===== config.mk =====
export PLATFORM = sky130hd
export DESIGN_NAME = mac_unit
export DESIGN_NICKNAME = d
export VERILOG_FILES = /design/src/mac_unit.sv
export VERILOG_INCLUDE_DIRS = /design/src
export SDC_FILE = /design/constraint.sdc
export NUM_CORES = 1
export LEC_CHECK = 0
export ABC_CLOCK_PERIOD_IN_PS = 11900
export BUFFER_PORTS_ARGS = -buffer_cell sky130_fd_sc_hd__buf_2
export CORE_UTILIZATION = 25
export CTS_BUF_LIST = sky130_fd_sc_hd__clkbuf_8
export DETAILED_ROUTE_END_ITERATION = 8
export GPL_ROUTABILITY_DRIVEN = 1
export GPL_TIMING_DRIVEN = 0
export PLACE_DENSITY = 0.36
export SETUP_SLACK_MARGIN = 0.02
export SLEW_MARGIN = 20
export SYNTH_ARGS = -nofsm -noshare
export SYNTH_HDL_FRONTEND = slang
export SYNTH_SLANG_ARGS = --single-unit

===== constraint.sdc =====
create_clock -name ck -period 11.9 [get_ports ck]
set_input_delay 0.595 -clock ck [delete_from_list [all_inputs] [get_ports ck]]
set_output_delay 0.595 -clock ck [all_outputs]
set_load 0.01 [all_outputs]

===== src/mix_defs.svh =====
`ifndef MIX_DEFS_SVH
`define MIX_DEFS_SVH

// Field and bus widths
`define MIX_CHAN_W      4
`define MIX_FRAME_W     5
`define MIX_SADDR_W     9       // Channel and frame together
`define MIX_PADDR_W     8
`define MIX_ACC_W       40
`define MIX_SHIFT_W     3       // Window starts at bit shift * 2
`define MIX_SLOT_W      4
`define MIX_DATA_W      16      // Sample and gain
`define MIX_WORD_W      32      // Instruction and result word
`define MIX_OP_W        7

// Memory depths
`define MIX_PROG_DEPTH  256
`define MIX_SMEM_DEPTH  512

// Opcodes
`define MIX_OP_HALT     7'h00
`define MIX_OP_MAC      7'h40
`define MIX_OP_MACZ     7'h41   // Clear, then MAC
`define MIX_OP_OUT      7'h42

`endif


===== src/mac_unit.sv =====
`timescale 1ns/1ps
`include "mix_defs.svh"

module mac_unit (
    input  logic                          ck,
    input  logic                          rst,
    input  logic                          mac_en,
    input  logic                          clear,
    input  logic signed [`MIX_DATA_W-1:0] gain,
    input  logic signed [`MIX_DATA_W-1:0] sample,
    input  logic [`MIX_SHIFT_W-1:0]       shift,
    output logic [`MIX_WORD_W-1:0]        acc_window
);

    logic signed [`MIX_WORD_W-1:0] prod;
    logic signed [`MIX_ACC_W-1:0]  prod_ext;
    logic signed [`MIX_ACC_W-1:0]  acc;
    logic signed [`MIX_ACC_W-1:0]  acc_shifted;
    logic                          en_q;
    logic                          clear_q;

    // Multiplier stage
    always_ff @(posedge ck) begin
        prod <= gain * sample;
    end

    assign prod_ext = {{(`MIX_ACC_W - `MIX_WORD_W){prod[`MIX_WORD_W-1]}}, prod};

    always_ff @(posedge ck) begin
        if (!rst) begin
            en_q    <= 1'b0;
            clear_q <= 1'b0;
            acc     <= '0;
        end else begin
            en_q    <= mac_en;   // Follows the product by one cycle
            clear_q <= clear;
            if (en_q) begin
                acc <= clear_q ? prod_ext : acc + prod_ext;
            end
        end
    end

    // Window at bit 2 * shift, sign fills the top
    assign acc_shifted = acc >>> {shift, 1'b0};
    assign acc_window  = acc_shifted[`MIX_WORD_W-1:0];

endmodule


# Word-level counts from Yosys, hierarchy flattened
# Index checks and enable logic that the tools add are counted.
[classes]
bitwise = 0
n_mul = 1
magnitude_cmp = 0
n_reduce_logical = 0
n_mux = 1
shifts = 1
addsub = 1
div_mod_pow = 0
eq_ne = 0
[ops]
columns = ["cell", "n"]
rows = [
  ["40-bit by 32-bit adder with 40-bit output", 1],
  ["40-bit 2-to-1 mux", 1],
  ["40-bit by 4-bit >>> shifter with 32-bit output", 1],
  ["16-bit by 16-bit multiplier with 32-bit output", 1],
]
[word_totals]
elab_cells = 8
latch_bits = 0
romBits = 0
ram_bits = 0
memories = 0
register_bits = 74
out_inout_bits = 32

# Depth between registers and ports, before layout
[depth]
word_depth = 2
mapped_depth = 24
mapped_depth_nobuf = 23

# Worst setup path after synthesis
# Ideal clock, no wire load.
[synth_timing]
path_kind = "in2reg"
start = "in gain[11]"
end = "reg prod[23]"
setup_ns = 0.072
arrival_ns = 6.356
setup_slack_ns = 5.471
required_ns = 11.828
cell_stages = 22
cell_sequence = "clkbuf_1 > nand2_1 > fa_1 > fa_1 > fa_1 > inv_1 > fa_1 > fa_1 > inv_1 > fa_1 > inv_1 > ha_1 > a21o_1 > a21o_1 > a221o_1 > a31o_2 > a221o_1 > a21o_1 > a21o_1 > a21o_1 > a21oi_1 > xnor2_1"
[synth_via]
elab_chain_len = 1
[synth_lines]
columns = ["element", "line_no", "text"]
rows = [
  ["start: declaration", "mac_unit.sv:9", "input logic signed [`MIX_DATA_W-1:0] gain,"],
  ["16-bit by 16-bit multiplier with 32-bit output", "mac_unit.sv:24", "prod <= gain * sample;"],
  ["end signal: assignment", "mac_unit.sv:24", ""],
  ["end: declaration", "mac_unit.sv:15", "logic signed [`MIX_WORD_W-1:0] prod;"],
]
# Every way passes these cells.
# A chain may end at the register's enable or synchronous reset.

# Worst setup path after layout
[layout_timing]
start = "in gain[8]"
end = "reg prod[31]"
# The elaborated chain is that of the path after synthesis.

==> impl_metrics.toml <==
[setup_path]
cpMostUsedCell = "fa_1"
arrival_ns = 7.28
end_kind = "register"
rrSetupSlack_ns = 8.31
cp.required_ns = 12.14
path_cells = "buf_2 > clkbuf_1 > nand2_1 > fa_1 > fa_1 > fa_1 > fa_1 > inv_1 > fa_1 > inv_1 > fa_1 > inv_1 > ha_1 > a21o_1 > a21o_1 > a221o_1 > a31o_2 > a221o_1 > a21oi_1 > o21ai_0 > a31o_2 > a21oi_1 > xnor2_1"
slowest_delay_ns = 0.56
criticalPathCategory = "in -> reg"
timing.rr.start = "acc[3]"
path_buf_inv = 5
cp_slowest_cell = "clkbuf_1"
crit_family = "adder cells"
worstPathMaxFanout = 10
r2r_end = "acc[39]"
start_kind = "input pin"
reg2regPathDepth = 11

[logic_synthesis]
ys_warn_count = 0
synthTopCellsByArea = "fa_1, ha_1, dfxtp_1, inv_1, and2_1"
syn-num-nets = 2185
synthFlopType = "dfxtp_1"
yosysSeqAreaShare_pct = 9.69
yosys_register_bits = 74
synthCells = 1762
synth_cell_types = 60
avgSynthCellArea_um2 = 8.68
synth_top_cell_area_share_pct = 34.4
synth_edf_count = 0
synth_top_area_cell = "fa_1"
ys_async_sr_fraction_pct = 0
netlist_area_um2 = 15300

[clocking]
cts.sinks = 74
hold_buffers = 0
htreeDepth = 3
insertion_delay_ns = 0.38
post-cts-setup-buffers = 0
clk_root_buffer_cell = "clkbuf_8"
cts_tree = "built"
cts_buffers = 9
clkSlewWorstSetupHoldPaths_ns = 0.07
clockBufferDepth = 2
cts.repair.resized = 0

[finish]
final_cell_area_um2 = 16800
drive_above_1_share_pct = 6.51
final_cell_mix = "inv_1, fa_1, nand2_1"
fillCellCount = 6628
final_util_pct = 27.8
nets = 2264
layout_commonest_cell = "inv_1"
area_growth_pct = 9.77

[sta]
final.setup_skew_ns = 0.0222
slew_viol_final = 0
setup_viol = 0
setup-tns-final_ns = 0
fmax_mhz = 142
worst_pin_slew_ns = 0.763
period_needed_ns = 7.04
report.final.hold_viol_count = 0
fin_crit_sh_pct = 59.2
rsz0062_at_grt = "false"
slew-limit-headroom_pct = 49.1

[grt]
grtUsageTotal_pct = 15.8
grt_max_degree = 16
grt_pass1_vias = 13100
antenna_found_initial = 0
grt_pass1_wl_mm = 76.7
grt-ovfl-total = 0

[worst_hold_path]
hold_class = "in -> reg"
whs_path_depth = 2
worstHoldEndpoint = "en_q"
min-delay-start = "mac_en"

[detailed_routing]
vias = 11900
routed_wl_mm = 47.6
ant_nets = 0
viasPerCell = 4.55
drtPass1Iterations = 5
drt-initial-drc-count = 469
drc = 0
wire_per_inst_um = 18.1

[flow_run]
drv_cap = 0

[die]
io_pins = 71
dieArea_um2 = 62200
die_h_um = 249
initial_utilization_pct = 25.3
coreArea_um2 = 60400
chipWidth_um = 249
fp-row-count = 90

[placement]
port-buffer-count = 68
placed_cell_area_um2 = 16600
place_hpwl_mm = 41.7
gp_congestion = 0.829

[run_status]
status = "finished clean"
cell families (layout without fill, tap and decap cells):
group	Yosys count	in the layout	synth area share [%]
multiplexers	51	51	3.64
other	0	1	0
adder cells (fa/ha/maj)	384	384	44.3
flip-flops	74	74	9.69
buffers and inverters	372	454	9.14
AO/OA/AOI/OAI	336	336	14.0
XOR/XNOR	71	71	4.07
AND/OR/NAND/NOR	474	474	15.1
final cells by class:
| class | count | area [um2] | share of cell area (%) |
|---|---|---|---|
| multi-input combinational | 1316 | 12400 | 74.0 |
| sequential | 74 | 1480 | 8.82 |
| antenna | 1 | 2.50 | 0.0149 |
| inverter | 294 | 1100 | 6.57 |
| timing repair buffer | 68 | 340 | 2.03 |
| buffer | 78 | 294 | 1.75 |
| clock inverter | 5 | 48.8 | 0.291 |
| clock buffer | 9 | 124 | 0.738 |
| tap | 782 | 978 | 5.83 |
flip-flops by register name (all words and copies together) (netlist names):
signal,cells
prod,32
acc,40
clear_q,1
en_q,1
how the worst max path moves through the flow:
stage | start | end | depth (start not counted)
2_1_floorplan | gain[11] | prod[23] | 22
3_3_place_gp | gain[9] | prod[31] | 23
3_5_place_dp | gain[10] | prod[31] | 23
4_1_cts | gain[10] | prod[31] | 23
5_1_grt | gain[10] | prod[31] | 23
6_report | gain[8] | prod[31] | 23
worst register-to-register path: stages, from the launching register on:
cell,delay (ns)
dfxtp_1,0.36
ha_1,0.34
o21ai_0,0.12
o21ai_0,0.30
nand2_1,0.17
or4_1,0.62
a211oi_1,0.54
o21ai_1,0.22
o21ai_0,0.35
a2111oi_0,0.18
a31oi_1,0.18
a31oi_1,0.11
per-stage QoR:
step,worst slack (ns),instances,hold WS [ns]
finish,4.86,2627,0.432
global route,4.48,2626,0.420
global placement,4.36,2612,0.527
CTS,4.76,2626,0.400
detailed placement,4.35,2612,0.530
floorplan,5.47,1762,0.476
routing by layer:
metal / track usage (%) / vias to the layer above / wire, um
met5: 0 / - / 0
met4: 3.32 / 0 / 624
met2: 27.1 / 157 / 22500
met1: 21.5 / 5956 / 23500
li1: - / 5807 / -
met3: 1.33 / 28 / 972
synthesized netlist by cell type, drive strengths merged, types with 3 or more instances:
cell and n:
a211o 5, a211oi 12, a21boi 3, a21o 42, a21oi 86, a31o 4
a31oi 13, a41oi 3, and2 133, and3 10, and4 4, buf 5
clkbuf 73, dfxtp 74, fa 263, ha 121, inv 294, mux2 17
mux2i 32, nand2 197, nand2b 12, nand3 6, nand4 6, nor2 65
nor2b 14, nor3 14, o211a 4, o211ai 28, o21a 13, o21ai 93
o21bai 9, o221a 3, o31ai 6, or2 4, or4 3, xnor2 52
xor2 19
Power is left out: the tool's default activity adds up to more than one toggle a clock period on the data nets, which glitch-free logic cannot reach.
