`src/mix_defs.svh`:
```
`ifndef MIX_DEFS_SVH
`define MIX_DEFS_SVH

// Field and bus widths
`define MIX_CHAN_W      4
`define MIX_FRAME_W     5
`define MIX_SADDR_W     9       // Channel and frame together
`define MIX_PADDR_W     8
`define MIX_ACC_W       40
`define MIX_SHIFT_W     3       // Window starts at bit shift * 2
`define MIX_SLOT_W      4
`define MIX_DATA_W      16      // Sample and gain
`define MIX_WORD_W      32      // Instruction and result word
`define MIX_OP_W        7

// Memory depths
`define MIX_PROG_DEPTH  256
`define MIX_SMEM_DEPTH  512

// Opcodes
`define MIX_OP_HALT     7'h00
`define MIX_OP_MAC      7'h40
`define MIX_OP_MACZ     7'h41   // Clear, then MAC
`define MIX_OP_OUT      7'h42

`endif

```
`src/mix_pkg.sv`:
```
`include "mix_defs.svh"

package mix_pkg;

    // MAC and MACZ layout
    typedef struct packed {
        logic [`MIX_OP_W-1:0]    op;
        logic [`MIX_FRAME_W-1:0] offset;
        logic [`MIX_CHAN_W-1:0]  chan;
        logic [`MIX_DATA_W-1:0]  gain;
    } mac_fields_t;

    // Output instruction layout
    typedef struct packed {
        logic [`MIX_OP_W-1:0]    op;
        logic [13:0]             rsvd_hi;
        logic [`MIX_SHIFT_W-1:0] shift;
        logic [`MIX_SLOT_W-1:0]  slot;
        logic [3:0]              rsvd_lo;
    } out_fields_t;

    // One program word, read by op
    typedef union packed {
        mac_fields_t mac_f;
        out_fields_t out_f;
    } instr_u;

    typedef struct packed {
        logic                    we;
        logic [`MIX_SADDR_W-1:0] addr;
        logic [`MIX_DATA_W-1:0]  data;
    } smem_req_t;

    typedef struct packed {
        logic [`MIX_PADDR_W-1:0] addr;
        instr_u                  instr;
    } host_prog_t;

    typedef struct packed {
        logic [`MIX_FRAME_W-1:0] frame;
    } run_cmd_t;

    typedef struct packed {
        logic                    error;
        logic [`MIX_PADDR_W-1:0] halt_addr;
    } run_status_t;

    typedef struct packed {
        logic [`MIX_SLOT_W-1:0]  slot;
        logic [`MIX_WORD_W-1:0]  value;
    } mix_result_t;

endpackage

```
`src/sample_arbiter.sv`:
```
`timescale 1ns/1ps
`include "mix_defs.svh"

module sample_arbiter (
    input  logic                    ck,
    input  logic                    rst,
    input  logic                    host_req,
    output logic                    host_ack,
    input  mix_pkg::smem_req_t      host_smem,
    input  logic                    seq_req,
    output logic                    seq_ack,
    input  mix_pkg::smem_req_t      seq_smem,
    output logic [`MIX_DATA_W-1:0]  seq_rdata,
    output logic                    mem_en,
    output logic                    mem_we,
    output logic [`MIX_SADDR_W-1:0] mem_addr,
    output logic [`MIX_DATA_W-1:0]  mem_wdata,
    input  logic [`MIX_DATA_W-1:0]  mem_rdata
);

    typedef enum logic [1:0] {
        ARB_IDLE,
        ARB_ACCESS,
        ARB_WAIT,
        ARB_ACK
    } arb_state_t;

    arb_state_t             state;
    logic                   own_seq;   // Grant holder, 1 = sequencer
    logic                   own_req;
    logic [`MIX_DATA_W-1:0] rdata_q;
    mix_pkg::smem_req_t     sel;

    assign sel     = own_seq ? seq_smem : host_smem;
    assign own_req = own_seq ? seq_req : host_req;

    assign mem_en    = (state == ARB_ACCESS);
    assign mem_we    = mem_en & sel.we;
    assign mem_addr  = sel.addr;
    assign mem_wdata = sel.data;

    assign host_ack  = (state == ARB_ACK) && !own_seq;
    assign seq_ack   = (state == ARB_ACK) && own_seq;
    assign seq_rdata = rdata_q;

    always_ff @(posedge ck) begin
        if (!rst) begin
            state   <= ARB_IDLE;
            own_seq <= 1'b0;
        end else begin
            case (state)
                ARB_IDLE: begin
                    if (seq_req) begin             // Sequencer wins a tie
                        own_seq <= 1'b1;
                        state   <= ARB_ACCESS;
                    end else if (host_req) begin
                        own_seq <= 1'b0;
                        state   <= ARB_ACCESS;
                    end
                end
                ARB_ACCESS: state <= ARB_WAIT;
                ARB_WAIT:   state <= ARB_ACK;
                ARB_ACK: begin
                    if (!own_req) begin            // Hold grant until req drops
                        state <= ARB_IDLE;
                    end
                end
                default:    state <= ARB_IDLE;
            endcase
        end
    end

    // RAM data lands during the wait state
    always_ff @(posedge ck) begin
        if (state == ARB_WAIT) begin
            rdata_q <= mem_rdata;
        end
    end

endmodule

```
`config.mk`:
```
export PLATFORM = sky130hd
export DESIGN_NAME = sample_arbiter
export DESIGN_NICKNAME = d
export VERILOG_FILES = /design/src/mix_pkg.sv /design/src/sample_arbiter.sv
export VERILOG_INCLUDE_DIRS = /design/src
export SDC_FILE = /design/constraint.sdc
export NUM_CORES = 1
export LEC_CHECK = 0
export ABC_CLOCK_PERIOD_IN_PS = 2050
export BUFFER_PORTS_ARGS = -buffer_cell sky130_fd_sc_hd__clkbuf_2
export CAP_MARGIN = 20
export CORE_MARGIN = 4
export CORE_UTILIZATION = 36
export CTS_CLUSTER_SIZE = 30
export DETAILED_ROUTE_END_ITERATION = 16
export PLACE_DENSITY = 0.85
export SLEW_MARGIN = 20
export SYNTH_ARGS = -nofsm -noshare
export SYNTH_HDL_FRONTEND = slang
export SYNTH_SLANG_ARGS = --single-unit
```
`constraint.sdc`:
```
create_clock -name ck -period 2.05 [get_ports ck]
set_clock_uncertainty 0.15 [all_clocks]
set_input_delay 0.1025 -clock ck [delete_from_list [all_inputs] [get_ports ck]]
set_output_delay 0.1025 -clock ck [all_outputs]
set_load 0.05 [all_outputs]
```
======== Word level (Yosys, flattened, before mapping) ========
Cells that the tools add are included.
operators by class
  equality and inequality tests ........... 5
  multiplexer cells ....................... 8
  bitwise gates (word level) .............. 1
  reductions and logical operators ........ 7
operators by type and width
  operator              number
  $mux W26              1
  $pmux W2 S4           1
  $mux W2               3
  $eq A2 B2 Y1 const B  2
  $reduce_and A2 Y1     2
  $mux W1               3
  $ne A3 B3 Y1 const B  1
  $eq A2 B1 Y1 const B  1
  $logic_and A1 B1 Y1   2
  $logic_not A2 Y1      1
  $ne A2 B2 Y1 const B  1
  $reduce_bool A2 Y1    1
  $and A1 B1 Y1         1
  $logic_not A1 Y1      1
word-level totals
  bits in registers ....................... 19
  logic and storage cells ................. 24

======== Depth between registers and ports, before layout ========
  depth in word-level cells ............... 3
  depth in mapped cells ................... 5

======== Worst setup path before layout ========
OpenSTA, ideal clock, no wires.
  kind .................................... register to output
  start ................................... reg state[1]
  end ..................................... out mem_we
  arrival time ............................ 1635 ps
  setup slack ............................. 162 ps
  cell stages (with the launch flop) ...... 4
  path through ............................ dfxtp_1 -> inv_1 -> ha_1 -> nor2b_1
between the ends
  longest elaborated chain between the ends .. 2
RTL lines
  what                    RTL line              RTL
  start, declared         sample_arbiter.sv:28  arb_state_t state;
  start signal, assigned  sample_arbiter.sv:48  state <= ARB_IDLE;
  start signal, assigned  sample_arbiter.sv:55  state <= ARB_ACCESS;
  start signal, assigned  sample_arbiter.sv:58  state <= ARB_ACCESS;
  $eq A2 B1 Y1            sample_arbiter.sv:37  assign mem_en = (state == ARB_ACCESS);
  via mem_en              sample_arbiter.sv:14  output logic mem_en,
  $and A1 B1 Y1           sample_arbiter.sv:38  assign mem_we = mem_en & sel.we;
  end, declared           sample_arbiter.sv:15  output logic mem_we,
The timed path passes the listed nets, and every way through them passes these cells.

======== Final worst setup path ========
  start ................................... reg own_seq
  end ..................................... out mem_addr[5]
between the ends
  longest elaborated chain between the ends .. 1
RTL lines
  what                    RTL line              RTL
  start, declared         sample_arbiter.sv:29  logic own_seq;
  start signal, assigned  sample_arbiter.sv:49  own_seq <= 1'b0;
  start signal, assigned  sample_arbiter.sv:54  own_seq <= 1'b1;
  start signal, assigned  sample_arbiter.sv:57  own_seq <= 1'b0;
  $mux W26                sample_arbiter.sv:34  assign sel = own_seq ? seq_smem : host_smem;
  end, declared           sample_arbiter.sv:16  output logic [`MIX_SADDR_W-1:0] mem_addr,
Every way passes these cells.

==> metrics.md <==
| Metric | Value |
|---|---|
| Status | `completed` |
| Storage element area | `541 sq um` |
| Final Hold Viols | `0` |
| Post-route ant nets | `0` |
| Gp weighted congestion | `0.713` |
| Rows | `19` |
| Starting Density | `37.2%` |
| Cells after Synth | `69` |
| GRT overflow | `0` |
| Sum Neg Setup Slack | `0 ps` |
| Iteration-0 DRC Markers | `10` |
| Ys Warns | `0` |
| Slew HR | `80.9%` |
| Worst Hold Class | `in2reg` |
| Worst R2R End | `state[1]` |
| Final Max Tran Viols | `0` |
| Worst R2R Start | `own_seq` |
| Syn Nets | `approximately 150` |
| Placed inst area | `1640 sq um` |
| Dpl hpwl | `2.60 mm` |
| Die Y | `around 61 um` |
| Synthesized flop and latch total | `19` |
| Core area | `2730 sq um` |
| CTS tree | `yes` |
| Hold Slack | `12.9 ps` |
| Maximum number of pins on one net before global-route repair | `31` |
| Max VDD drop | `approximately 0.86 mV` |
| Via/cell ratio | `around 4.6` |
| Fin area | `1850 sq um` |
| # diodes | `0` |
| Initial antenna violation count | `0` |
| Worst R2R Setup Slack | `roughly 570 ps` |
| Full die area | `3740 sq um` |
| Footprint of the multi-input gates | `445 sq um` |
| Most common cell after layout, fill and taps aside | `clkbuf_2` |
| Share of the yosys chip area belonging to registers | `53.1%` |
| Layout cells sized above 1 | `72.3%` |
| Post-cts hold buffer count | `18` |
| Mean Syn Cell Area | `around 15 sq um` |
| # DRC | `0` |
| CP Capture Type | `output port` |
| Leakage power | `0.941 nW` |
| Clk slew on worst S/H paths | `110 ps` |
| First-pass GRT wire length | `4.77 mm` |
| Via count | `~1100` |
| Max Clk Rate | `0.584 GHz` |
| Commonest cells after routing, fill and taps aside | `116 x clkbuf_2, 25 x mux2_2, 18 x dlygate4sd3_1` |
| Tightest Pin Transition | `between 200 and 300 ps` |
| H-tree Lvls | `1` |
| Post-CTS Setup Repair Bufs | `0` |
| Critical Path RT | `1800 ps` |
| Clock Latency Late Sink | `290 ps` |
| NumNets Final | `283` |
| Detailed Route WL | `~3.3 mm` |
| Fill cells | `219` |
| CP arrival | `1460 ps` |
| Fin crit share | `a little over four fifths` |
| Unrepaired setup endpoints after global routing | `no` |
| Cells resized by post-CTS repair | `0` |
| Worst Reg-to-Reg Cells | `4` |
| PD cells | `1120 nW/um^2` |
| CTS Buf Count | `3` |
| Root Driver | `clkbuf_4` |
| Critical Path Sink | `mem_addr[5]` |
| Crit path time final | `1710 ps` |
| Iteration count of the initial detailed-routing pass | `2` |
| Crit Path Max Fanout | `30` |
| Die Width | `about 61 um` |
| Area Growth Syn to Fin | `81.7%` |
| CP Launch Type | `flip-flop` |
| Vias in the first global route | `1150` |
| # IOs | `117` |
| Max clock buf depth | `2` |
| Critical Path Start | `own_seq` |
| Global Route Usage Sum | `17.3%` |
| Worst setup path category | `reg2out` |
| Avg WL per Cell | `~14 um` |
| IO buf count | `116` |
| Setup violation total in the final timing report | `0` |
| Clock tree sinks | `19` |
| Synth unique cells | `17` |
| Max-Cap Viols | `0` |
| Syn Std Cell Area | `1020 sq um` |
## how the worst min path moves through the flow
| stage | start | end | slack, ps | cells after the start |
|---|---|---|---|---|
| detailed placement | mem_rdata[1] | seq_rdata[1] | 130 | 1 |
| CTS | host_req | own_seq | 10 | 4 |
| global placement | mem_rdata[14] | seq_rdata[14] | 130 | 1 |
| floorplan | mem_rdata[0] | seq_rdata[0] | 50 | 0 |
| finish | host_req | own_seq | 10 | 4 |
| global route | host_req | own_seq | 30 | 4 |
## cell families after synthesis
family,count (synthesis),share of synthesized area (%)
muxes,29,32.1
DFF,19,53.1
and+or+nand+nor,9,4.67
buffers and inverters,5,3.08
adders and majority gates,4,4.92
AOI/OAI and AO/OA,3,2.09
## sequential cells by signal, summed over array words and instances (netlist names)
signal / count
state: 2
seq_rdata: 16
own_seq: 1
## area by class of cell
cell class / instances / area share (%)
clock buffers: 3 / 1.22
clock inverters: 1 / 0.271
flip-flops and latches: 19 / 29.2
multi-input cells: 45 / 24.1
inverters: 2 / 0.406
well taps: 31 / 2.10
repair buffers: 136 / 42.7
## critical path: stages (launching register included)
cell and delay (ps):
dfxtp_1 370, buf_12 200, mux2_2 360, clkbuf_2 240
## synth_stat cells, drive strengths merged
cell / n / area share, %
and2: 1 / 0.62
edfxtp: 16 / 47
inv: 2 / 0.74
mux2: 26 / 29
nor3b: 1 / 0.74
buf: 3 / 2.3
mux2i: 3 / 3.0
nand2: 4 / 1.5
a21oi: 1 / 0.86
dfxtp: 3 / 5.9
nor2b: 3 / 1.8
o21ai: 1 / 0.49
a22oi: 1 / 0.74
ha: 4 / 4.9
## routing by layer
layer	vias to the layer above	routed length (um)	share of wire, %	track usage, %
met2	69	1740	53	34.0
met3	2	450	14	6.08
li1	529	-	-	-
met4	0	14	0.43	3.72
met1	479	1070	33	17.1
met5	-	0	0	0
## through the flow
stage / util (%) / worst slack [ps] / power (mW) / std cells
floorplan: - / 162 / 1.59 / 69
global placement: 60.0 / 608 / 1.86 / 215
detailed placement: 60.0 / 585 / 1.87 / 215
global route: 67.6 / 254 / 2.18 / 237
CTS: 67.6 / 331 / 2.08 / 237
finish: 67.6 / 339 / 2.07 / 237
## report_power, final
part / leakage (nW) / switching (mW) / internal [mW]
Combinational: 0.752 / 0.930 / 0.387
Clock: 0.0177 / 0.108 / 0.0724
Sequential: 0.172 / 0.0388 / 0.530
(Power assumes the default switching activity.)
