[src/mix_defs.svh]
`ifndef MIX_DEFS_SVH
`define MIX_DEFS_SVH

// Field and bus widths
`define MIX_CHAN_W      4
`define MIX_FRAME_W     5
`define MIX_SADDR_W     9       // Channel and frame together
`define MIX_PADDR_W     8
`define MIX_ACC_W       40
`define MIX_SHIFT_W     3       // Window starts at bit shift * 2
`define MIX_SLOT_W      4
`define MIX_DATA_W      16      // Sample and gain
`define MIX_WORD_W      32      // Instruction and result word
`define MIX_OP_W        7

// Memory depths
`define MIX_PROG_DEPTH  256
`define MIX_SMEM_DEPTH  512

// Opcodes
`define MIX_OP_HALT     7'h00
`define MIX_OP_MAC      7'h40
`define MIX_OP_MACZ     7'h41   // Clear, then MAC
`define MIX_OP_OUT      7'h42

`endif

[src/mix_pkg.sv]
`include "mix_defs.svh"

package mix_pkg;

    // MAC and MACZ layout
    typedef struct packed {
        logic [`MIX_OP_W-1:0]    op;
        logic [`MIX_FRAME_W-1:0] offset;
        logic [`MIX_CHAN_W-1:0]  chan;
        logic [`MIX_DATA_W-1:0]  gain;
    } mac_fields_t;

    // Output instruction layout
    typedef struct packed {
        logic [`MIX_OP_W-1:0]    op;
        logic [13:0]             rsvd_hi;
        logic [`MIX_SHIFT_W-1:0] shift;
        logic [`MIX_SLOT_W-1:0]  slot;
        logic [3:0]              rsvd_lo;
    } out_fields_t;

    // One program word, read by op
    typedef union packed {
        mac_fields_t mac_f;
        out_fields_t out_f;
    } instr_u;

    typedef struct packed {
        logic                    we;
        logic [`MIX_SADDR_W-1:0] addr;
        logic [`MIX_DATA_W-1:0]  data;
    } smem_req_t;

    typedef struct packed {
        logic [`MIX_PADDR_W-1:0] addr;
        instr_u                  instr;
    } host_prog_t;

    typedef struct packed {
        logic [`MIX_FRAME_W-1:0] frame;
    } run_cmd_t;

    typedef struct packed {
        logic                    error;
        logic [`MIX_PADDR_W-1:0] halt_addr;
    } run_status_t;

    typedef struct packed {
        logic [`MIX_SLOT_W-1:0]  slot;
        logic [`MIX_WORD_W-1:0]  value;
    } mix_result_t;

endpackage

[src/mix_sequencer.sv]
`timescale 1ns/1ps
`include "mix_defs.svh"

module mix_sequencer (
    input  logic                          ck,
    input  logic                          rst,
    input  logic                          run_req,
    output logic                          run_ack,
    input  mix_pkg::run_cmd_t             run_cmd,
    output mix_pkg::run_status_t          run_status,
    output logic [`MIX_PADDR_W-1:0]       prog_addr,
    input  mix_pkg::instr_u               prog_data,
    output logic                          seq_req,
    input  logic                          seq_ack,
    output mix_pkg::smem_req_t            seq_smem,
    input  logic [`MIX_DATA_W-1:0]        seq_rdata,
    output logic                          mac_en,
    output logic                          clear,
    output logic signed [`MIX_DATA_W-1:0] gain,
    output logic signed [`MIX_DATA_W-1:0] sample,
    output logic [`MIX_SHIFT_W-1:0]       shift,
    input  logic [`MIX_WORD_W-1:0]        acc_window,
    output logic                          res_req,
    input  logic                          res_ack,
    output mix_pkg::mix_result_t          result
);

    typedef enum logic [2:0] {
        SEQ_IDLE,
        SEQ_FETCH,
        SEQ_DECODE,
        SEQ_SREQ,
        SEQ_MAC,
        SEQ_OUT,
        SEQ_DONE
    } seq_state_t;

    seq_state_t              state;
    logic [`MIX_PADDR_W-1:0] pc;
    logic [`MIX_FRAME_W-1:0] frame_base;
    logic [`MIX_FRAME_W-1:0] frame_sum;
    logic [`MIX_SADDR_W-1:0] saddr_q;
    logic [`MIX_DATA_W-1:0]  sample_q;
    mix_pkg::instr_u         ir;
    logic                    mac_cnt;     // Second MAC cycle

    assign prog_addr = pc;
    assign run_ack   = (state == SEQ_DONE);

    // Frame wraps inside the channel
    assign frame_sum = frame_base + prog_data.mac_f.offset;
    assign seq_smem  = '{we: 1'b0, addr: saddr_q, data: '0};

    assign mac_en = (state == SEQ_MAC) && !mac_cnt;
    assign clear  = (ir.mac_f.op == `MIX_OP_MACZ);
    assign gain   = ir.mac_f.gain;
    assign sample = sample_q;
    assign shift  = prog_data.out_f.shift;   // Used while decoding an output

    always_ff @(posedge ck) begin
        if (!rst) begin
            state      <= SEQ_IDLE;
            pc         <= '0;
            seq_req    <= 1'b0;
            res_req    <= 1'b0;
            mac_cnt    <= 1'b0;
            run_status <= '0;
        end else begin
            case (state)
                SEQ_IDLE: begin
                    if (run_req) begin
                        pc    <= '0;
                        state <= SEQ_FETCH;
                    end
                end
                SEQ_FETCH: state <= SEQ_DECODE;
                SEQ_DECODE: begin
                    case (prog_data.mac_f.op)
                        `MIX_OP_MAC, `MIX_OP_MACZ: begin
                            seq_req <= 1'b1;
                            state   <= SEQ_SREQ;
                        end
                        `MIX_OP_OUT: begin
                            res_req <= 1'b1;
                            state   <= SEQ_OUT;
                        end
                        `MIX_OP_HALT: begin
                            run_status <= '{error: 1'b0, halt_addr: pc};
                            state      <= SEQ_DONE;
                        end
                        default: begin                // Illegal opcode
                            run_status <= '{error: 1'b1, halt_addr: pc};
                            state      <= SEQ_DONE;
                        end
                    endcase
                end
                SEQ_SREQ: begin
                    if (seq_req && seq_ack) begin
                        seq_req <= 1'b0;
                    end else if (!seq_req && !seq_ack) begin
                        mac_cnt <= 1'b0;
                        state   <= SEQ_MAC;
                    end
                end
                SEQ_MAC: begin
                    mac_cnt <= 1'b1;
                    if (mac_cnt) begin
                        pc    <= pc + 1'b1;
                        state <= SEQ_FETCH;
                    end
                end
                SEQ_OUT: begin
                    if (res_req && res_ack) begin
                        res_req <= 1'b0;
                    end else if (!res_req && !res_ack) begin   // Sink released
                        pc    <= pc + 1'b1;
                        state <= SEQ_FETCH;
                    end
                end
                SEQ_DONE: begin
                    if (!run_req) begin
                        state <= SEQ_IDLE;
                    end
                end
                default: state <= SEQ_IDLE;
            endcase
        end
    end

    always_ff @(posedge ck) begin
        if (state == SEQ_IDLE && run_req) begin
            frame_base <= run_cmd.frame;
        end
        if (state == SEQ_DECODE) begin
            ir           <= prog_data;
            saddr_q      <= {prog_data.mac_f.chan, frame_sum};
            result.slot  <= prog_data.out_f.slot;
            result.value <= acc_window;
        end
        if (state == SEQ_SREQ && seq_req && seq_ack) begin
            sample_q <= seq_rdata;
        end
    end

endmodule

[config.mk]
export PLATFORM = sky130hd
export DESIGN_NAME = mix_sequencer
export DESIGN_NICKNAME = d
export VERILOG_FILES = /design/src/mix_pkg.sv /design/src/mix_sequencer.sv
export VERILOG_INCLUDE_DIRS = /design/src
export SDC_FILE = /design/constraint.sdc
export NUM_CORES = 1
export LEC_CHECK = 0
export BUFFER_PORTS_ARGS = -buffer_cell sky130_fd_sc_hd__buf_2
export CORE_MARGIN = 1.5
export CORE_UTILIZATION = 45
export CTS_CLUSTER_SIZE = 25
export DETAILED_ROUTE_END_ITERATION = 16
export GPL_ROUTABILITY_DRIVEN = 1
export PLACE_DENSITY = 0.78
export SYNTH_ARGS = -nofsm -noshare
export SYNTH_HDL_FRONTEND = slang
export SYNTH_SLANG_ARGS = --single-unit
[constraint.sdc]
create_clock -name ck -period 3.3 [get_ports ck]
set_input_delay 0.495 -clock ck [delete_from_list [all_inputs] [get_ports ck]]
set_output_delay 0.495 -clock ck [all_outputs]
set_load 0.1 [all_outputs]
Word level (Yosys, flattened, before mapping)
Index checks and enable logic that the tools add are counted.
{"block": "op_classes", "addsub": 2, "n_eq_ne": 21, "mux": 24, "bitwise_logic": 1, "reduce_logical": 27}
{"op": "$mux 8", "n": 4}
{"op": "$eq 7x7->1 const B", "n": 4}
{"op": "$pmux 8 s3", "n": 1}
{"op": "$mux 3", "n": 7}
{"op": "$pmux 3 s7", "n": 1}
{"op": "$ne 2x2->1 const B", "n": 9}
{"op": "$pmux 9 s2", "n": 1}
{"op": "$eq 3x3->1 const B", "n": 3}
{"op": "$reduce_and 3->1", "n": 3}
{"op": "$add 8x1->8 const B", "n": 1}
{"op": "$logic_and 1x1->1", "n": 8}
{"op": "$logic_not 7->1", "n": 1}
{"op": "$reduce_and 7->1", "n": 1}
{"op": "$eq 3x2->1 const B", "n": 2}
{"op": "$mux 1", "n": 6}
{"op": "$pmux 1 s2", "n": 3}
{"op": "$pmux 3 s2", "n": 1}
{"op": "$reduce_bool 2->1", "n": 3}
{"op": "$add 5x5->5", "n": 1}
{"op": "$logic_not 1->1", "n": 5}
{"op": "$reduce_and 5->1", "n": 1}
{"op": "$ne 2x1->1 const B", "n": 2}
{"op": "$eq 3x1->1 const B", "n": 1}
{"op": "$logic_not 3->1", "n": 1}
{"op": "other kinds (5)", "n": 5}
{"block": "totals", "reg_bits": 121, "inputBits": 90, "out_inout_bits": 119, "elab_cells": 88}

Longest topological paths before layout
Gate-level depths: netlist (run 1).
{"block": "logic_depth", "ltp_word": 5, "depth_mapped": 7, "depth_no_buf": 7}

Worst setup path before layout (run 1)
Ideal clock, no wire load.
{"block": "synth_path", "path_type": "flip-flop to flip-flop", "startpoint": "register state[1]", "endpoint": "register pc[0] (netlist: prog_addr[0])", "setup_time_ns": 0.124, "t_arrival_ns": 4.202, "required_ns": 3.176, "slack_ns": -1.025, "path_stages_with_launch": 5, "path_buffers": 0, "period_less_slack_ns": 4.325, "path_cell_list": "dfxtp_1 -> nor4b_1 -> nor3_1 -> nand2b_1 -> a21boi_1"}
{"block": "synth_between", "elab_chain_len": 3, "elab_cells_between_ends": 10, "cone_classes": "6 x eq/ne; 1 x mux; 3 x reduce/logical"}
{"item": "start: declaration", "line_no": "mix_sequencer.sv:38", "source": "seq_state_t state;"}
{"item": "start signal: assignment", "line_no": "mix_sequencer.sv:62", "source": "state <= SEQ_IDLE;"}
{"item": "start signal: assignment", "line_no": "mix_sequencer.sv:73", "source": "state <= SEQ_FETCH;"}
{"item": "start signal: assignment", "line_no": "mix_sequencer.sv:76", "source": "SEQ_FETCH: state <= SEQ_DECODE;"}
{"item": "$eq 3x3->1 / $logic_not 3->1 (equally long branches)", "line_no": "mix_sequencer.sv:69", "source": "case (state)"}
{"item": "$ne 2x2->1 (no line) / $reduce_bool 3->1 (equally long branches)"}
{"item": "$reduce_and 5->1 (no line)"}
{"item": "end signal: assignment", "line_no": "mix_sequencer.sv:108", "source": "pc <= pc + 1'b1;"}
{"item": "end signal: assignment", "line_no": "mix_sequencer.sv:116", "source": "pc <= pc + 1'b1;"}
{"item": "end: declaration", "line_no": "mix_sequencer.sv:39", "source": "logic [`MIX_PADDR_W-1:0] pc;"}
Several ways; a longest one is shown, not always the timed one.
A chain may end at the register's enable or synchronous reset.

Final worst setup path (run 1)
{"block": "layout_path", "startpoint": "register state[2]", "endpoint": "output mac_en"}
{"block": "layout_between", "elab_chain_len": 2}
{"item": "$eq 3x3->1", "line_no": "mix_sequencer.sv:54", "source": "assign mac_en = (state == SEQ_MAC) && !mac_cnt;"}
{"item": "$logic_and 1x1->1", "line_no": "mix_sequencer.sv:54"}
{"item": "end: declaration", "line_no": "mix_sequencer.sv:17", "source": "output logic mac_en,"}
No other way between the ends.

==> results of run 1 <==
## flip-flops by register name, indices dropped and copies added, names as in the netlist
signal	cells
mac_cnt	1
prog_addr	8
frame_base	5
seq_req	1
ir	21
saddr_q	8
sample	16
state	3
res_req	1
result	35
run_status	9
## final cells by class
class	instances	area [sq um]	area share
inverter	11	41.29	0.007716
tap	129	161.4	0.03016
clock buffer	9	123.9	0.02315
timing repair buffer	194	978.4	0.1828
multi-input combinational	137	953.4	0.1782
clock inverter	7	80.08	0.01496
sequential	108	3013	0.5630
## cells by family (layout without fill, tap and decap cells)
| family | count (synthesis) | count (layout) |
|---|---|---|
| AO/OA/AOI/OAI | 41 | 41 |
| XOR/XNOR | 5 | 5 |
| flip-flops | 108 | 108 |
| multiplexers | 10 | 10 |
| buffers and inverters | 61 | 221 |
| adder cells (fa/ha/maj) | 6 | 6 |
| AND/OR/NAND/NOR | 58 | 58 |
| other | 1 | 17 |
## worst max-delay path: stages (launching register included)
cell	delay (ns)
dfxtp_1	0.61
nor4b_2	0.40
buf_2	0.50
## per-stage QoR
stage                     cells  hold slack (ns)  instance area (sq um)  utilization
after global routing        595           0.2757                   5351       0.5791
after CTS                   595           0.2795                   5351       0.5791
after floorplan             306           0.4867                   4370            -
after detailed placement    579           0.4865                   5147       0.5571
final                       595           0.3012                   5351       0.5791
after global placement      579           0.4694                   5147       0.5571
## placed cells by master, fill, tap and decap left out, types with 7 or more instances in the layout
master | synthesis | final
o21ai_0 | 7 | 7
dfxtp_1 | 23 | 23
nor2b_1 | 11 | 11
edfxtp_1 | 85 | 85
mux2i_1 | 10 | 10
buf_2 | 2 | 191
nand2_1 | 9 | 9
conb_1 | 1 | 17
clkbuf_8 | 0 | 9
inv_1 | 10 | 9
## worst paths after layout
| path | depth (start not counted) | endpoint | slack [ns] | from |
|---|---|---|---|---|
| worst min-delay path | 1 | sample[10]$_DFFE_PP_ | 0.30 | seq_rdata[10] |
| worst min register to register | 2 | prog_addr[7]$_SDFFE_PN0P_ | 0.50 | prog_addr[7]$_SDFFE_PN0P_ |
| worst max register to register | 3 | ir[1]$_DFFE_PP_ | 1.10 | state[1]$_SDFFE_PN0P_ |
| worst max-delay path | 2 | mac_en | 0.94 | state[2]$_SDFFE_PN0P_ |
## metal layers
layer,vias up,track usage,wire [microns]
li1,1346,-,-
met5,-,0,0
met3,11,0.04092,634
met1,1293,0.1823,3271
met2,122,0.2827,4557
met4,0,0.05525,92
## cell usage after synthesis, types with 2 or more instances
master / instances / area [sq um]
edfxtp_1: 85 / 2552
buf_4: 46 / 345.3
dfxtp_1: 23 / 460.4
nor2b_1: 11 / 68.82
inv_1: 10 / 37.54
mux2i_1: 10 / 100.1
nand2_1: 9 / 33.78
o21ai_0: 7 / 35.03
a21boi_1: 6 / 45.04
nor2_1: 6 / 22.52
ha_1: 5 / 62.56
nand2b_1: 5 / 31.28
nand3_1: 5 / 25.02
a21oi_1: 4 / 20.02
a21boi_0: 3 / 22.52
a21o_1: 3 / 22.52
and2_1: 3 / 18.77
nor4b_1: 3 / 26.28
o21a_1: 3 / 22.52
o31ai_1: 3 / 22.52
or4_1: 3 / 22.52
xnor2_1: 3 / 26.28
a31oi_1: 2 / 12.51
and2b_1: 2 / 15.01
and3_1: 2 / 12.51
and4_1: 2 / 17.52
buf_2: 2 / 10.01
clkbuf_1: 2 / 7.510
xor2_1: 2 / 17.52
## where the power goes
group | internal, mW | leakage (nW) | switching, mW
combinational | 0.319 | 1.18 | 1.93
sequential | 1.78 | 0.965 | 0.117
clock | 0.364 | 0.104 | 0.457
==> key figures, run 1 <==
Routing
  • Routed Antenna Nets: 0
  • Vias: 2,772
  • First DRT Iteration DRCs: 47
  • Via density per instance: 4.659
  • DRC Markers: 0
  • WL final: 8556 microns
  • Routed len/inst: about 14 microns
  • Detailed Routing Iterations Pass 1: 4

Synth
  • Flops & latches, synth: 108
  • Synth warnings: 0
  • Post-synth EDFFs: 85
  • Largest family of logic cells by synthesized area: buffers and inverters
  • Compound-Gate Fraction of Synth Area: 0.06890
  • Synth Cell Area: 4304 sq um
  • Avg Inst Size Synth: 14.84 sq um
  • Async SR Flop Fraction: 0
  • Multiplexer share of the synthesized area: 0.02326
  • Simple-gate share of the synthesized area: 0.08372
  • Xor and xnor fraction of the mapped netlist area: 0.01017
  • Post-synth cell types: 49
  • Synth Instances: 290
  • Sequential-to-total area share from yosys stat: 0.7000
  • Primary FF master, synth: edfxtp_1
  • Post-Synth Adder-Cell Area: 0.01919

Timing
  • Setup TNS: 0 ns
  • Slew @ Worst Pin: 0.7596 ns
  • Final setup viols: 0
  • Final period utilization: 0.7138
  • Hold Violations, Final: 0
  • RSZ-0062 raised after global routing: no
  • Final WS setup: 0.9444 ns
  • Fmax: 0.4245 GHz
  • Setup Skew: about 0.010 ns
  • Min Tclk post-route: 2.356 ns
  • Max-slew violations: 0
  • Slew headroom: 0.4936

Power and ir drop
  • Max VDD drop: roughly 490 uV
  • Design Power: 4.967 mW
  • P per Cell Area: 928.3 nW/um^2
  • Leakage power: 2.251 nW

Global routing
  • Largest net degree at the start of global routing: 65
  • Vias in the first global route: 2,463
  • Total GRT Usage: 0.1578
  • Grt total ovfl: 0
  • Antenna violations before repair: 0
  • First-pass GRT wire length: 12,130 microns

Clock network
  • Hold buffers post-CTS: 0
  • Gates resized, CTS repair: 0
  • H-tree depth: 3
  • Root buffer cell: clkbuf_8
  • Worst-Skew Late Latency: 0.35 ns
  • Clock transition at path regs: 0.11 ns
  • Setup bufs post-CTS: 0
  • TritonCTS Buffers: 9
  • Clock buffer depth: 2
  • Clock sink count: 108
  • TritonCTS clock tree: done

Outcome
  • Run status: finished, final reports clean

Finish
  • Net count, final: 557
  • FILL cells: 792
  • Area Growth Syn to Fin: 24.33%
  • Final antenna diode count: 0
  • Layout cell share with drive strength beyond 1: 0.4635

Floorplan
  • DIE HEIGHT: 100.8 microns
  • Rows: 35
  • Core Area: slightly above 9000 sq um
  • Initial Util: 0.4658
  • Die ar.: around 10,000 sq um
  • DIE WIDTH: 100.8 microns
  • Ports: 209

Min path
  • Tightest Hold Check Type: in2reg

Worst setup path
  • Nature of the critical path endpoint: output port
  • WP data arrival: 1.86 ns
  • Data required, critical path: around 2.8 ns
  • Crit Path Category: reg2out
  • Max FO, Critical Path: 14
  • Crit start category: register

Place
  • Port Buf Inserts: 191
  • Pre-CTS setup slack: roughly 1.1 ns
  • Dpl hpwl: about 6500 microns
  • GPL Wtd Cong: 0.7319

Job
  • Max-cap violation count: 0
Power figures use the tool's default switching activity.
==> run 2: changes to the inputs <==
- ABC_AREA: default -> 1
- clock period: 3.3 -> 2.3 ns (I/O delays scaled with it)
==> run 2 against run 1 <==
  * Non-clock buffer count did not move
  * First-iteration DRC count rose by 60%
  * Worst hold slack got worse by 0.15 ns
  * Via count rose by 10%
  * Sequential power rose by 39%
  * Cell area rose by 0.96%
  * Cell count rose by 12%
  * Global-route usage rose by 1.9 points
  * Clock skew rose by 0.0011 ns
  * Critical path type unchanged
  * Largest cell class unchanged
==> key figures, run 2 <==
Power and ir drop
  • Clock group share of total power: 0.161 (-0.004)
  • Sw Share: 0.4965 (-0.006789)
  • P per Cell Area: 1233 nW/um^2 (+33%)
  • Internal power: 3.354 mW (+36%)
  • Max VDD drop: 822.2 uV (+68%)
  • Reg power frac: 0.396 (+0.013)
  • Net switching power: 3.308 mW (+32%)
  • Combinational share of power: 0.443 (-0.009)
  • Design Power: 6.661 mW (+34%)
  • Leakage power: 2.434 nW (+8.1%)

Synth
  • Cell with the most instances after synthesis: edfxtp_1
  • Synth warnings: 0 (unchanged)
  • Post-synth EDFFs: 85 (unchanged)
  • Primary FF master, synth: edfxtp_1
  • Sequential-to-total area share from yosys stat: 0.6910 (-0.009039)
  • Synth top cells by count: edfxtp_1, nand2_1, buf_4
  • Flops & latches, synth: 108 (unchanged)
  • Post-synth cell types: 29 (-41%)
  • Avg Inst Size Synth: 12.15 sq um (-18%)
  • Yosys top cell area share: 0.5854 (-0.007657)
  • Synth Cell Area: 4360 sq um (+1.3%)
  • Synth Instances: 359 (+24%)
  • Ranking of synthesized cells by area: edfxtp_1, dfxtp_1, buf_4
  • Largest area contributor in the netlist: edfxtp_1
  • Async SR Flop Fraction: 0 (unchanged)

Floorplan
  • Die ar.: 10,290 sq um (+1.3%)
  • Ports: 209 (unchanged)
  • DIE WIDTH: 101.4 microns (+0.63%)
  • Rows: 35 (unchanged)
  • Initial Util: 0.4675 (+0.001662)
  • DIE HEIGHT: 101.4 microns (+0.63%)
  • Core Area: 9328 sq um (+0.95%)

Global routing
  • Largest net degree at the start of global routing: 36 (-45%)
  • Antenna violations before repair: 0 (unchanged)
  • Grt total ovfl: 0 (unchanged)
  • First-pass GRT wire length: 13,990 microns (+15%)
  • Vias in the first global route: 2,830 (+15%)
  • Total GRT Usage: 0.1771 (+0.01930)

Clock network
  • Setup bufs post-CTS: 0 (unchanged)
  • TritonCTS clock tree: done
  • Clock sink count: 108 (unchanged)
  • Worst-Skew Late Latency: 0.36 ns (about the same)
  • TritonCTS Buffers: 9 (unchanged)
  • H-tree depth: 3 (unchanged)
  • Root buffer cell: clkbuf_8
  • Gates resized, CTS repair: 0 (unchanged)
  • Clock transition at path regs: 0.11 ns (about the same)
  • Clock buffer depth: 2 (unchanged)
  • Hold buffers post-CTS: 0 (unchanged)

Routing
  • Routed len/inst: 14.21 microns (-1.2%)
  • Routed Antenna Nets: 0 (unchanged)
  • DRC Markers: 0 (unchanged)
  • First DRT Iteration DRCs: 75 (+60%)
  • Vias: 3,048 (+10%)
  • Via density per instance: 4.570 (-1.9%)
  • WL final: 9480 microns (+11%)
  • Detailed Routing Iterations Pass 1: 5 (+1)

Place
  • Post-place instance area: 5220 sq um (+1.4%)
  • Port Buf Inserts: 191 (unchanged)
  • Placed cell count: 651 (+12%)
  • Dpl hpwl: 7281 microns (+12%)
  • GPL Wtd Cong: 0.8781 (+20%)

Worst setup path
  • Data required, critical path: 1.96 ns (-0.84 ns)
  • Reg2reg end: state[0]$_SDFFE_PN0P_
  • R2r worst-path depth: 8 (+5)
  • Nature of the critical path endpoint: output port
  • Crit start category: register
  • R2R Path Start: state[2]$_SDFFE_PN0P_
  • Max FO, Critical Path: 6 (-8)
  • Worst reg2reg setup slack: 0.61 ns (-0.49 ns)
  • WP data arrival: 1.65 ns (-0.21 ns)
  • Crit Path Category: reg2out

Timing
  • RSZ-0062 raised after global routing: no
  • Fmax: 0.5017 GHz
  • WHS: 0.1473 ns (-0.1539 ns)
  • Setup Skew: 0.01151 ns (+0.001126 ns)
  • Max-slew violations: 0 (unchanged)
  • Slew @ Worst Pin: 0.5117 ns (-0.2479 ns)
  • Final setup viols: 0 (unchanged)
  • Hold Violations, Final: 0 (unchanged)
  • Final period utilization: 0.8666
  • Min Tclk post-route: approximately 2.0 ns
  • Slew headroom: 0.6612 (+0.1676)

Finish
  • Layout Utilization: 0.5792 (about the same)
  • Most flops, register: result
  • FILL cells: 824 (+4.0%)
  • Commonest cells after routing, fill and taps aside: buf_2, edfxtp_1, nand2_1
  • Max FFs per register: 35 (unchanged)
  • Layout cell share with drive strength beyond 1: 0.4201 (-0.04344)
  • Final antenna diode count: 0 (unchanged)
  • Cell Count, Final, Fillers Out: 667 (+12%)
  • Area Growth Syn to Fin: 23.90%
  • Commonest non-fill, non-tap cell in the layout: buf_2
  • Design area: 5403 sq um (+0.96%)
  • Net count, final: 629 (+13%)

Min path
  • Worst min-delay path startpoint: prog_data[15]
  • Hold Path Sink: ir[15]$_DFFE_PP_
  • Tightest Hold Check Type: in2reg
  • Hold Path Stages: 1 (unchanged)

Outcome
  • Run status: finished, final reports clean

Job
  • Max-cap violation count: 0 (unchanged)
==> run 2: cell count changes in the layout (fill, tap and decap cells not counted), moves of 6 or more <==
cell      previous run  this run
a21boi_1             6         0
a21oi_1              4        14
inv_1                9        35
mux2i_1             10         0
nand2_1              9        58
nand3_1              5        12
nor2_1               6        42
nor2b_1             11         0
==> run 2: stage by stage <==
step	setup TNS, ns	setup WS, ns
final	0	0.3068
after global routing	0	0.2104
after CTS	0	0.2937
after detailed placement	0	0.6348
after global placement	0	0.7261
after floorplan	-0.1827	-0.1827
==> run 2: worst max-delay path by stage <==
| stage | start | endpoint | slack, ns | cells after the start |
|---|---|---|---|---|
| final | state[0]$_SDFFE_PN0P_ | mac_en | 0.31 | 4 |
| after global routing | state[0]$_SDFFE_PN0P_ | mac_en | 0.21 | 4 |
| after CTS | state[1]$_SDFFE_PN0P_ | run_ack | 0.29 | 3 |
| after detailed placement | prog_data[20] | saddr_q[4]$_DFFE_PP_ | 0.63 | 6 |
| after global placement | state[0]$_SDFFE_PN0P_ | mac_en | 0.73 | 4 |
| after floorplan | ir[26]$_DFFE_PP_ | clear | -0.18 | 3 |
==> run 2: layer usage <==
metal  share of wire  global-route usage  vias up  wire length [microns]
met1            0.40              0.2111     1429                   3791
met3           0.080             0.04486        5                    761
li1                -                   -     1473                      -
met4          0.0039             0.04487        0                     37
met5               0                   0        -                      0
met2            0.52              0.3201      141                   4890
==> run 2: power by group through the flow <==
stage	Combinational, mW	Clock, mW	Sequential, mW
after floorplan	1.52	0	3.75
after global placement	2.93	0	2.67
after detailed placement	2.96	0	2.68
after CTS	2.96	1.11	2.64
after global routing	3.11	1.18	2.67
final	2.95	1.08	2.64
==> run 2: cell type report <==
| type | count | area (sq um) | share of cell area |
|---|---|---|---|
| sequential | 108 | 3013 | 0.5577 |
| inverter | 37 | 141.4 | 0.02617 |
| timing repair buffer | 194 | 978.4 | 0.1811 |
| tap | 129 | 161.4 | 0.02987 |
| clock buffer | 9 | 123.9 | 0.02293 |
| clock inverter | 7 | 58.81 | 0.01088 |
| multi-input combinational | 183 | 925.9 | 0.1714 |
==> run 2: cell families after synthesis <==
group,count (synthesis),synth area share
xor gates and xnor gates,6,0.01205
buffers and inverters,84,0.1142
adders and majority gates,6,0.01894
and+or+nand+nor,133,0.1380
DFF,108,0.6910
AOI/OAI and AO/OA,21,0.02497
other,1,0.0008600
==> run 2: worst max-delay path, cell delays in order, from the launching register on <==
cell and delay, ns:
dfxtp_1 0.42, nor2_2 0.22, nand3_2 0.14, inv_1 0.09
buf_2 0.43
